`src/design/lockstep_pkg.sv`:
```
package lockstep_pkg;

    // --------------------------------------------------
    // Widths with a meaning
    // --------------------------------------------------

    // Only the low ADDR_W bits reach the memory
    typedef logic [15:0] addr_t;
    typedef logic [7:0]  data_t;
    typedef logic [1:0]  module_id_t;

    // --------------------------------------------------
    // Broadcast bus
    // --------------------------------------------------

    typedef enum logic [1:0]
    {
        BEAT_IDLE  = 2'd0,
        BEAT_SCAN  = 2'd1,
        BEAT_WRITE = 2'd2
    } beat_e;

    typedef struct packed
    {
        logic  ok;
        beat_e beat;
        addr_t addr;
        data_t data;
        logic  sync;
    } bcast_t;

    // --------------------------------------------------
    // Rebuild sequence
    // --------------------------------------------------

    typedef enum logic [1:0]
    {
        RL_REBUILD = 2'd0,
        RL_ALIGN   = 2'd1,
        RL_REJOIN  = 2'd2,
        RL_RUN     = 2'd3
    } run_level_e;

    // Cycles from the neighbor sync to rejoining
    localparam int SYNC_DELAY = 3;

    // Full scan wraps seen before aligning
    localparam int REBUILD_PASSES = 2;

endpackage

```
`src/design/lockstep_voter.sv`:
```
`timescale 1ns/1ps

module lockstep_voter
    import lockstep_pkg::*;
(
    input  bcast_t bcast_out,
    input  bcast_t nbr_in0,
    input  bcast_t nbr_in1,
    input  bcast_t nbr_in2,
    output logic   vote_good,
    output bcast_t nbr_sel
);

    localparam bcast_t NO_NBR = '{
        ok:   1'b0,
        beat: BEAT_IDLE,
        addr: '0,
        data: '0,
        sync: 1'b0
    };

    bcast_t     nbr [3];
    logic [2:0] agree;

    assign nbr[0] = nbr_in0;
    assign nbr[1] = nbr_in1;
    assign nbr[2] = nbr_in2;

    // --------------------------------------------------
    // Vote
    // --------------------------------------------------

    // ok and beat code stay out of the compare
    always_comb
    begin
        for (int i = 0; i < 3; i++)
        begin
            agree[i] = (bcast_out.addr == nbr[i].addr) &&
                       (bcast_out.data == nbr[i].data) &&
                       (bcast_out.sync == nbr[i].sync);
        end
    end

    // One agreeing neighbor is enough
    assign vote_good = |agree;

    // --------------------------------------------------
    // Neighbor selection
    // --------------------------------------------------

    // Neighbor 0 first, then 1, then 2
    always_comb
    begin
        if (nbr_in0.ok)
            nbr_sel = nbr_in0;
        else if (nbr_in1.ok)
            nbr_sel = nbr_in1;
        else if (nbr_in2.ok)
            nbr_sel = nbr_in2;
        else
            nbr_sel = NO_NBR;
    end

endmodule

```
`config.mk`:
```
export PLATFORM = sky130hd
export DESIGN_NAME = lockstep_voter
export DESIGN_NICKNAME = d
export VERILOG_FILES = /design/src/design/lockstep_pkg.sv /design/src/design/lockstep_voter.sv
export SDC_FILE = /design/constraint.sdc
export NUM_CORES = 1
export LEC_CHECK = 0
export ABC_CLOCK_PERIOD_IN_PS = 1300
export BUFFER_PORTS_ARGS = -buffer_cell sky130_fd_sc_hd__buf_2
export CORE_MARGIN = 4
export CORE_UTILIZATION = 40
export DETAILED_ROUTE_END_ITERATION = 6
export PLACE_DENSITY = 0.9
export SLEW_MARGIN = 40
export SYNTH_ARGS = -nofsm -noshare
export SYNTH_HDL_FRONTEND = slang
export SYNTH_SLANG_ARGS = --single-unit
```
`constraint.sdc`:
```
create_clock -name vclk -period 1.3
set_input_delay 0.065 -clock vclk [all_inputs]
set_output_delay 0.065 -clock vclk [all_outputs]
set_load 0.01 [all_outputs]
```
# Word level (Yosys, flattened, before mapping)
# Cells that the tools add are included.
dict set report classes {
  mux 3
  n_bitwise 0
  n_eq_ne 9
  shift 0
  n_lt_le_gt_ge 0
  div 0
  n_addsub 0
  multipliers 0
  n_reduce_logical 7
}
# operator count
set ops {}
lappend ops {{$mux W28} 3}
lappend ops {{$eq A16 B16 Y1} 3}
lappend ops {{$eq A8 B8 Y1} 3}
lappend ops {{$logic_and A1 B1 Y1} 6}
lappend ops {{$eq A1 B1 Y1} 3}
lappend ops {{$reduce_or A3 Y1} 1}
dict set report word_totals {
  latch_bits 0
  mem_bits_ro 0
  word_cells 19
  mem_bits_rw 0
  in_bits 112
  n_memories 0
  output_inout_bits 29
  register_bits 0
}

# Longest topological paths before layout
dict set report depth {
  depth_word 4
  mapped_depth 5
  ltp_nobuf 5
}

# Worst setup path before layout
# OpenSTA, ideal clock, no wires.
dict set report synth_path {
  path_kind {input -> output}
  from {in nbr_in2[27] (netlist name)}
  to {out nbr_sel[10] (netlist name)}
  required_time_ns 1.235
  path_stages 5
  arrival_ns 0.810
  path_buffers 2
  setup_slack_ns 0.425
  cell_sequence {nor2b_1 -> buf_2 -> buf_4 -> a22oi_1 -> o21ai_0}
}
# element line
set synth_lines {}
lappend synth_lines {{from (decl)} lockstep_voter.sv:9} ;# input bcast_t nbr_in2,
lappend synth_lines {{to (decl)} lockstep_voter.sv:11} ;# output bcast_t nbr_sel

# Worst setup path in the final report
dict set report layout_path {
  from {in bcast_out[24] (netlist name)}
  to {out vote_good}
}
dict set report layout_via {
  elab_chain_len 4
  elab_cells_between_ends 10
  cone_classes {eq/ne (3); reduce/logical (7)}
}
# element line
set layout_rtl {}
lappend layout_rtl {{from (decl)} lockstep_voter.sv:6} ;# input bcast_t bcast_out,
lappend layout_rtl {{$eq A16 B16 Y1} lockstep_voter.sv:38} ;# agree[i] = (bcast_out.addr == nbr[i].addr) &&
lappend layout_rtl {{$logic_and A1 B1 Y1} lockstep_voter.sv:38}
lappend layout_rtl {{$logic_and A1 B1 Y1} lockstep_voter.sv:39} ;# (bcast_out.data == nbr[i].data) &&
lappend layout_rtl {{$reduce_or A3 Y1 (*)} lockstep_voter.sv:45} ;# assign vote_good = |agree;
lappend layout_rtl {{to (decl)} lockstep_voter.sv:10} ;# output logic vote_good,
# Every way passes the cells marked *; elsewhere a longest branch is shown, timed or not.

==> impl_metrics.py <==
metrics = {
    "global_route": {
        "grt_util_all_layers_pct": 23.7,
        "grt_pass1_wl_um": 8300,
        "initial_antenna_violation_count": 0,
        "maximum_number_of_pins_on_one_net_before_global_route_repair": 56,
        "grt_pass1_vias": 1872,
        "globalRoute.totalOverflow": 0,
    },
    "floorplan": {
        "floorplan.core_area_mm2": 0.00313,
        "fp-row-count": 20,
        "floorplan.die_area_mm2": 0.00436,
        "ioPinCount": 141,
        "initial_utilization_pct": 43.0,
        "die-height_um": 66.0,
        "dieWidth_um": 66.0,
    },
    "synthesis": {
        "synthMostInstantiatedCell": "xor2_1",
        "yosys-top-cells-area": "xor2_1, xnor2_1, a22oi_1",
        "cell_type_with_the_largest_total_area_after_synthesis": "xor2_1",
        "synthesis.nets": 314,
        "avgSynthCellArea_um2": 6.66,
        "synthesis.instances": 202,
        "area_share_of_the_largest_cell_type_after_synthesis_pct": 27.3,
        "yosys_warning_total": 0,
        "synth_commonest_cells": "xor2_1, xnor2_1, nand2_1, a22oi_1, o21ai_0",
        "post_synth_instance_area_mm2": 0.00135,
        "yosysSeqAreaShare_pct": 0,
        "synth_cell_types": 18,
    },
    "cells_and_area": {
        "synth_to_final_area_change_pct": 55.4,
        "nFlopsAndLatches": 0,
        "design.final.nets": 446,
        "layout_utilization_pct": 66.9,
        "num_antenna_cells": 0,
        "area_taken_by_flip_flops_and_latches_um2": 0,
        "post_route_cells_drive_above_1_share_pct": 44.3,
        "clkbuf_count": 0,
    },
    "detailed_routing": {
        "drt-vias-per-instance": 5.27,
        "drc_errors": 0,
        "routed_wire_length_per_instance_um": 14.6,
        "wl_um": 5490,
        "detail_route.first_pass.iterations": 4,
        "dr_total_vias": 1980,
        "iter_0_drt_violations": 92,
        "ant_nets": 0,
    },
    "sta": {
        "timing.fmax_mhz": 818,
        "final_clock_period_utilization_by_the_worst_path_pct": 94.1,
        "count_of_final_setup_violators": 0,
        "hold_viol": 0,
        "finalMaxSlewViolations": 0,
        "worst_slew_margin_rel_pct": 69.1,
        "rsz0062_at_grt": "no",
        "period_minus_slack_ns": 1.22,
        "timing.setup.tns_ns": 0,
        "timing_worst_slew_pin_value_ns": 0.463,
    },
    "run": {
        "max_cap_viol_count": 0,
    },
    "pwr": {
        "vdd_ir_drop_max_v": 0.000232,
        "switching_power_as_a_share_of_total_power_pct": 52.4,
        "total_switching_power_mw": 0.399,
        "internal_power_mw": 0.362,
        "power-per-cell-area_mw_per_mm2": 364,
        "share_clk_of_total_power_pct": 0,
        "combPwrFrac_pct": 100.0,
        "pwr-share-seq_pct": 0,
        "p_leak_nw": 1.01,
    },
    "place": {
        "port_buffers": 138,
        "gp_congestion": 0.893,
        "dp_hpwl_um": 4770,
    },
    "critical_path": {
        "endpoint_required_time_on_the_critical_path_ns": 1.24,
        "startpoint_class": "input pin",
        "cp_capture_type": "primary output",
        "worst_ep_arrival_time_ns": 1.16,
        "worst-setup-path-type": "input pin to primary output",
        "critPathMaxFanout": 3,
    },
    "worst_hold_path": {
        "worst_hold_path_type": "input pin to primary output",
    },
    "clock_network": {
        "cts_hold_bufs": 0,
    },
    "run_status": {
        "status": "complete, no violations",
    },
}
through the flow:
| stage | instances | worst slack, ns | power (mW) | instance area, um^2 | hold WS [ns] |
|---|---|---|---|---|---|
| CTS | 376 | 0.0638 | 0.753 | 2070 | 0.424 |
| global placement | 376 | 0.0508 | 0.739 | 2070 | 0.414 |
| detailed placement | 376 | 0.0608 | 0.748 | 2070 | 0.423 |
| floorplan | 202 | 0.425 | 0.364 | 1350 | 0.254 |
| global route | 376 | 0.00212 | 0.836 | 2090 | 0.468 |
| finish | 376 | 0.0771 | 0.762 | 2090 | 0.421 |
path summary, 6_finish.rpt:
path | start | endpoint | slack, ns | depth (start not counted)
worst max-delay path | bcast_out[24] | vote_good | 0.08 | 7
worst min-delay path | nbr_in0[25] | nbr_sel[25] | 0.42 | 4
power by group through the flow:
| stage | clock [mW] | sequential, mW | combinational [mW] |
|---|---|---|---|
| 6_report | 0 | 0 | 0.762 |
| 5_1_grt | 0 | 0 | 0.836 |
| 2_1_floorplan | 0 | 0 | 0.364 |
| 3_5_place_dp | 0 | 0 | 0.748 |
| 3_3_place_gp | 0 | 0 | 0.739 |
| 4_1_cts | 0 | 0 | 0.753 |
cell usage in the layout, fill, tap and decap left out, drive strengths merged:
cell	n
nor4	9
nand2	30
nand3	3
nor2b	1
nor3	5
o21ai	27
nand4	9
or3	1
a21oi	2
buf	142
xnor2	33
xor2	42
nor2	2
o211ai	1
a22oi	25
kinds of logic (layout without fill, tap and decap cells):
kind of cell           Yosys count  in the layout  synth area share [%]
XOR/XNOR                        75             75                  48.8
buffers and inverters           12            142                  4.37
AND/OR/NAND/NOR                 60             60                  21.2
AO/OA/AOI/OAI                   55             55                  25.7
cell type report:
type                            instances  area [um^2]
Tap cell                               44         55.1
Timing Repair Buffer                  142          729
Fill cell                             311         1040
Multi-Input combinational cell        190         1310
per-layer routing:
| metal | part of all wire [%] | up-vias | GRT usage [%] |
|---|---|---|---|
| met2 | 52 | 89 | 45.6 |
| met4 | 0.69 | 0 | 2.03 |
| met1 | 39 | 901 | 29.4 |
| met3 | 8.1 | 4 | 1.53 |
| li1 | - | 986 | - |
| met5 | 0 | - | 0 |
critical path, stage by stage:
cell      delay, ns
buf_2          0.13
xnor2_1        0.24
nand4_1        0.15
nor3_1         0.19
nand4_1        0.13
o211ai_2       0.09
buf_2          0.16
timing repair:
item                                    in CTS  in global routing
endpoints found under the setup margin       0                  1
setup buffers                                0                  0
resized for setup                            0                  5
(Power assumes the default switching activity.)
