**src/design/lockstep_pkg.sv**
```systemverilog
package lockstep_pkg;

    // --------------------------------------------------
    // Widths with a meaning
    // --------------------------------------------------

    // Only the low ADDR_W bits reach the memory
    typedef logic [15:0] addr_t;
    typedef logic [7:0]  data_t;
    typedef logic [1:0]  module_id_t;

    // --------------------------------------------------
    // Broadcast bus
    // --------------------------------------------------

    typedef enum logic [1:0]
    {
        BEAT_IDLE  = 2'd0,
        BEAT_SCAN  = 2'd1,
        BEAT_WRITE = 2'd2
    } beat_e;

    typedef struct packed
    {
        logic  ok;
        beat_e beat;
        addr_t addr;
        data_t data;
        logic  sync;
    } bcast_t;

    // --------------------------------------------------
    // Rebuild sequence
    // --------------------------------------------------

    typedef enum logic [1:0]
    {
        RL_REBUILD = 2'd0,
        RL_ALIGN   = 2'd1,
        RL_REJOIN  = 2'd2,
        RL_RUN     = 2'd3
    } run_level_e;

    // Cycles from the neighbor sync to rejoining
    localparam int SYNC_DELAY = 3;

    // Full scan wraps seen before aligning
    localparam int REBUILD_PASSES = 2;

endpackage

```
**src/design/rebuild_ctrl.sv**
```systemverilog
`timescale 1ns/1ps

module rebuild_ctrl
    import lockstep_pkg::*;
#(
    parameter int ADDR_W = 9
)
(
    input  logic       CORE_CLK,
    input  logic       RST_n,
    input  logic       vote_good,
    input  bcast_t     nbr_sel,
    output run_level_e run_level,
    output logic       align_load,
    output addr_t      align_addr,
    // Memory port B
    output logic       b_we,
    output addr_t      b_addr,
    output data_t      b_wdata
);

    localparam int WRAP_W = $clog2(REBUILD_PASSES + 1);
    localparam logic [WRAP_W-1:0] WRAP_ONE  = {{(WRAP_W-1){1'b0}}, 1'b1};
    localparam logic [WRAP_W-1:0] WRAP_DONE = WRAP_W'(REBUILD_PASSES);

    run_level_e            rl_nxt;
    logic [WRAP_W-1:0]     wrap_cnt;
    logic [SYNC_DELAY-1:0] sync_dly;
    logic                  nbr_live;
    logic                  nbr_scan;
    logic                  nbr_wrap;
    logic                  nbr_was_write;
    logic                  copying;

    assign nbr_live = nbr_sel.ok && (nbr_sel.beat != BEAT_IDLE);
    assign nbr_scan = nbr_sel.ok && (nbr_sel.beat == BEAT_SCAN);
    assign nbr_wrap = nbr_scan && (nbr_sel.addr[ADDR_W-1:0] == '0);
    assign copying  = (run_level == RL_REBUILD) || (run_level == RL_ALIGN);

    // --------------------------------------------------
    // Rebuild writes and address alignment
    // --------------------------------------------------

    assign b_we    = copying && nbr_live;
    assign b_addr  = addr_t'(nbr_sel.addr[ADDR_W-1:0]);
    assign b_wdata = nbr_sel.data;

    // The scan right after a write beat repeats the written address,
    // so it says nothing about the neighbor's counter
    assign align_load = (run_level == RL_ALIGN) && nbr_scan && !nbr_was_write;
    assign align_addr = nbr_sel.addr;

    // --------------------------------------------------
    // Run level FSM
    // --------------------------------------------------

    always_comb
    begin
        rl_nxt = run_level;
        case (run_level)
            RL_RUN:
                if (!vote_good)
                    rl_nxt = RL_REBUILD;
            RL_REBUILD:
                if (wrap_cnt == WRAP_DONE)
                    rl_nxt = RL_ALIGN;
            RL_ALIGN:
                if (nbr_sel.ok && nbr_sel.sync)
                    rl_nxt = RL_REJOIN;
            RL_REJOIN:
                // Own scan pipeline has refilled by now
                if (sync_dly[SYNC_DELAY-1])
                    rl_nxt = RL_RUN;
            default:
                rl_nxt = RL_RUN;
        endcase
    end

    always_ff @(posedge CORE_CLK)
    begin
        if (!RST_n)
        begin
            run_level     <= RL_RUN;
            wrap_cnt      <= '0;
            sync_dly      <= '0;
            nbr_was_write <= 1'b0;
        end
        else
        begin
            run_level     <= rl_nxt;
            sync_dly      <= {sync_dly[SYNC_DELAY-2:0], nbr_sel.sync};
            nbr_was_write <= nbr_sel.ok && (nbr_sel.beat == BEAT_WRITE);

            // Count neighbor scan wraps while copying
            if (run_level == RL_RUN)
                wrap_cnt <= '0;
            else if ((run_level == RL_REBUILD) && nbr_wrap && (wrap_cnt != WRAP_DONE))
                wrap_cnt <= wrap_cnt + WRAP_ONE;
        end
    end

    run_exits_to_rebuild: assert property (@(posedge CORE_CLK) disable iff (!RST_n)
        (run_level == RL_RUN) |=> (run_level inside {RL_RUN, RL_REBUILD}));

endmodule

```
**config.mk**
```make
export PLATFORM = sky130hd
export DESIGN_NAME = rebuild_ctrl
export DESIGN_NICKNAME = d
export VERILOG_FILES = /design/src/design/lockstep_pkg.sv /design/src/design/rebuild_ctrl.sv
export SDC_FILE = /design/constraint.sdc
export NUM_CORES = 1
export LEC_CHECK = 0
export BUFFER_PORTS_ARGS = -buffer_cell sky130_fd_sc_hd__buf_2
export CORE_MARGIN = 2
export CORE_UTILIZATION = 34
export CTS_BUF_LIST = sky130_fd_sc_hd__clkbuf_4
export DETAILED_ROUTE_END_ITERATION = 7
export PLACE_DENSITY_LB_ADDON = 0.08
export SKIP_LAST_GASP = 1
export SYNTH_ARGS = -nofsm -noshare
export SYNTH_HDL_FRONTEND = slang
export SYNTH_SLANG_ARGS = --single-unit
```
**constraint.sdc**
```tcl
create_clock -name CORE_CLK -period 1.7 [get_ports CORE_CLK]
set_input_delay 0.17 -clock CORE_CLK [delete_from_list [all_inputs] [get_ports CORE_CLK]]
set_output_delay 0.17 -clock CORE_CLK [all_outputs]
set_load 0.05 [all_outputs]
```
---- Yosys cells after proc, flatten, opt, wreduce, memory -nomap -nowiden ----
Index checks and enable logic that the tools add are counted.
cells by class
  shift operators ......................... 0
  divide/modulo/power cells ............... 0
  $add $sub $neg .......................... 1
  eq/ne operators ......................... 11
  reduce and logical (&&, ||, !) cells .... 17
  mux-type cells .......................... 5
  magnitude comparators ................... 0
  bitwise operators ....................... 1
  multiply operators ...................... 0
operators by type and width
  cell                   count
  $logic_and A1 B1 Y1    10
  $logic_not A9 Y1       1
  $eq A2 B2 Y1 const B   4
  $mux W2                4
  $ne A2 B2 Y1 const B   4
  $pmux W2 S4            1
  $eq A2 B1 Y1 const B   2
  $reduce_and A4 Y1      1
  $add A2 B1 Y2 const B  1
  $logic_not A2 Y1       1
  $ne A2 B1 Y1 const B   1
  $reduce_bool A2 Y1     1
  $reduce_or A2 Y1       1
  $logic_not A1 Y1       1
  $logic_or A1 B1 Y1     1
  $not A1 Y1             1
storage, ports and cells
  bits in latches ......................... 0
  logic and storage cells ................. 39
  RAM bits ................................ 0
  memory bits (read-only) ................. 0
  memories ................................ 0
  bits of input ports ..................... 31
  output and inout bits ................... 44
  flip-flop bits (word level) ............. 8

---- Logic depth before layout (Yosys ltp) ----
  depth after elaboration ................. 5
  depth in mapped cells ................... 5
  depth with buffers taken out ............ 5

---- Least setup slack after synthesis ----
Ideal clock, no wire load.
  path type ............................... register to register
  start ................................... register run_level[0]
  end ..................................... register run_level[0]
  library setup time ...................... 0.072 ns
  arrival ................................. 1.733 ns
  cell stages (with the launch flop) ...... 6
  setup slack ............................. -0.105 ns
  path buffers ............................ 0
  required time ........................... 1.628 ns
  period minus slack after synthesis ...... 1.805 ns
  cell sequence ........................... dfxtp_1 inv_1 ha_1 nor2b_4 a2111oi_4 mux2i_1
on the way
  word-level cells in the longest chain between the ends .. 3
  elaborated cells on any way between the ends .. 10
  those cells by class .................... 7 x eq/ne; 1 x mux; 2 x reduce/logical
ends and longest elaborated chain
  element                                                               RTL line            source
  start: declaration                                                    rebuild_ctrl.sv:13  output run_level_e run_level,
  start signal: assignment                                              rebuild_ctrl.sv:90  run_level <= rl_nxt;
  $eq A2 B1 Y1 (tied with other cells)                                  rebuild_ctrl.sv:60  case (run_level)
  $ne A2 B1 Y1 (no source line) / $ne A2 B2 Y1 (equally long branches)  --
  $reduce_and A4 Y1 (no source line)                                    --
Parallel ways exist; a longest one is shown, timed or not.
A chain may end at the register's enable or synchronous reset.

---- Worst setup path after layout ----
  start ................................... register run_level[0]
  end ..................................... output b_we
on the way
  word-level cells in the longest chain between the ends .. 3
  elaborated cells on any way between the ends .. 4
  those cells by class .................... 1 x eq/ne; 3 x reduce/logical
ends and longest elaborated chain
  element                                                  RTL line            source
  $eq A2 B1 Y1 / $logic_not A2 Y1 (equally long branches)  rebuild_ctrl.sv:38  assign copying = (run_level == RL_REBUILD) || (run_level == RL_ALIGN);
  $logic_or A1 B1 Y1 *                                     rebuild_ctrl.sv:38
  $logic_and A1 B1 Y1 *                                    rebuild_ctrl.sv:44  assign b_we = copying && nbr_live;
  end: declaration                                         rebuild_ctrl.sv:17  output logic b_we,
Every way passes the cells marked *; elsewhere a longest branch is shown, timed or not.

==> flow_summary.json <==
{
  "period_share_pct": 91.3,
  "synth_area_leaders": "buf_4 (39%), dfxtp_1 (21%), ha_1 (8.1%)",
  "final_util_pct": 34.0,
  "numPortBuffers": 37,
  "setup_tns_ps": 0,
  "wire_per_inst_um": 10.5,
  "syn_area_sq_um": 769,
  "synth_top_family_by_area": "buffers and inverters",
  "grt_pass1_wl_um": 1910,
  "cp.required_ps": 1530,
  "grt_max_degree": 10,
  "arrival_ps": 1380,
  "yosysTopAreaCell": "buf_4",
  "track_usage_pct": 9.83,
  "clkTransAtPathRegs_ps": 60,
  "drive_gt1_share_pct": 49.5,
  "cts_buffers": 3,
  "criticalPathCategory": "reg2out",
  "fin_ws_ps": 147,
  "drt-pass1-iter-count": 2,
  "synth_cell_types": 21,
  "cts_tree": "built",
  "place.gp.congestion": 0.661,
  "cts_resized": 0,
  "dp_slack_ps": 209,
  "rows": 17,
  "synth_xor_area_share_pct": 0,
  "synthMuxAreaShare_pct": 5.20,
  "nets": 129,
  "drcViolationCount": 0,
  "ios": 75,
  "hold_viol": 0,
  "post_synth_fa_ha_maj_area_fraction_pct": 8.13,
  "ys_warn_count": 0,
  "async_reset_ff_share_pct": 0,
  "ir_drop_v": 0.000678,
  "synth_edf_count": 0,
  "leakage_nw": 0.385,
  "syn_inst": 85,
  "overflow": 0,
  "synth_simple_gate_area_share_pct": 18.9,
  "ys_ff_latch": 8,
  "cts.sinks": 8,
  "dr.first_iter.drc_count": 3,
  "htreeDepth": 1,
  "coreArea_sq_um": 2170,
  "finalClockSkew_ps": 8.83,
  "n_antenna_cell": 0,
  "cts_setup_buffers": 0,
  "dp_hpwl_um": 1080,
  "synth_ff_type": "dfxtp_1",
  "synth_top_area_share_pct": 39.0,
  "ctsRootBufferMaster": "clkbuf_4",
  "grt_pass1_vias": 458,
  "die_x_um": 51.6,
  "via_per_inst": 4.30,
  "die_y_um": 51.6,
  "syn_avg_cell_area_sq_um": 9.05,
  "start_util_pct": 35.5,
  "postRouteWirelength_um": 1250,
  "cp-end-kind": "output port",
  "rsz0062_at_grt": "no",
  "synth_compound_area_share_pct": 6.02,
  "crit_fanout": 5,
  "setup_viol": 0,
  "final_antenna_net_count": 0,
  "fmax_mhz": 644,
  "dieArea_sq_um": 2660,
  "min_path_type": "in2reg",
  "startpoint_type": "flop",
  "antenna_found_initial": 0,
  "ys_seq_area_share_pct": 20.8,
  "area_growth_pct": -4.23,
  "clk_latency_ps": 250,
  "vias": 512,
  "status": "finished, final reports clean",
  "p_per_area_nw_per_um2": 1250,
  "cap_violations": 0,
  "cts_buffer_depth": 2,
  "drv_slew": 0,
  "min_period_ps": 1550,
  "cts_hold_buf": 0
}
placed cells by master, fill, tap and decap left out:
cell type and n:
a2111oi_4 1, a21boi_1 1, and2_1 3, and3b_1 2, and4_1 1, and4b_1 1
buf_2 37, clkbuf_4 3, conb_1 7, dfxtp_1 6, dfxtp_2 2, ha_1 5
inv_1 3, mux2i_1 4, nand2_1 3, nand2b_1 1, nor2b_1 5, nor2b_4 1
nor3_1 1, nor3b_1 1, nor4_1 1, nor4b_1 1, o221a_2 1
per-stage QoR:
step           total power [mW]  instance area [sq um]  instances  hold WS [ps]
2_1_floorplan             0.806                    795         91           292
3_3_place_gp              0.789                    714        116           340
3_5_place_dp              0.787                    714        116           340
4_1_cts                   0.936                    737        119           151
5_1_grt                   0.984                    737        119           147
6_report                  0.920                    737        119           155
layer usage:
metal / routed length (um) / vias to the layer above / share of wire [%] / global-route usage [%]
met3: 201 / 2 / 16 / 3.74
met5: 0 / - / 0 / 0
met1: 444 / 221 / 36 / 9.61
met2: 595 / 45 / 48 / 17.1
met4: 6 / 0 / 0.48 / 6.58
li1: - / 244 / - / -
Yosys cell counts (2+ instances only):
library cell	n
mux2i_1	4
nor2b_1	5
and2_1	3
buf_4	40
dfxtp_1	8
ha_1	5
inv_1	3
and3b_1	2
nand2_1	3
worst max-delay path, cell delays in order (launching register included):
cell     delay, ps
dfxtp_2        370
inv_1           70
ha_1           250
o221a_2        240
buf_2          210
worst paths after layout:
kind,to,cells after the start,from,slack (ps)
max,b_we,4,run_level[0],150
min,sync_dly[0],2,nbr_sel[0],150
max reg2reg,run_level[1],5,run_level[0],210
min reg2reg,sync_dly[1],1,sync_dly[0],430
sequential cells by signal, indices dropped and copies added (netlist names):
signal         flops
nbr_was_write      1
run_level          2
sync_dly           3
wrap_cnt           2
logic make-up (layout without fill, tap and decap cells):
family                     Yosys count  count (layout)
and+or+nand+nor                     21              21
AOI/OAI and AO/OA                    3               3
buffers and inverters               43              43
DFF                                  8               8
muxes                                4               4
adders and majority gates            5               5
other                                1               7
where the power goes:
group / switching, mW / leakage (nW) / total [mW] / internal, mW
sequential: 0.0302 / 0.0651 / 0.249 / 0.219
combinational: 0.352 / 0.306 / 0.524 / 0.172
clock: 0.0663 / 0.0138 / 0.147 / 0.0809
cell type report:
type,count,area [sq um]
Fill cell,244,1430
Multi-Input combinational cell,40,320
Timing Repair Buffer,37,185
Sequential cell,8,163
Tap cell,28,35.0
Clock buffer,3,22.5
Inverter,3,11.3
Note: power is estimated with default switching activity, not from simulation.
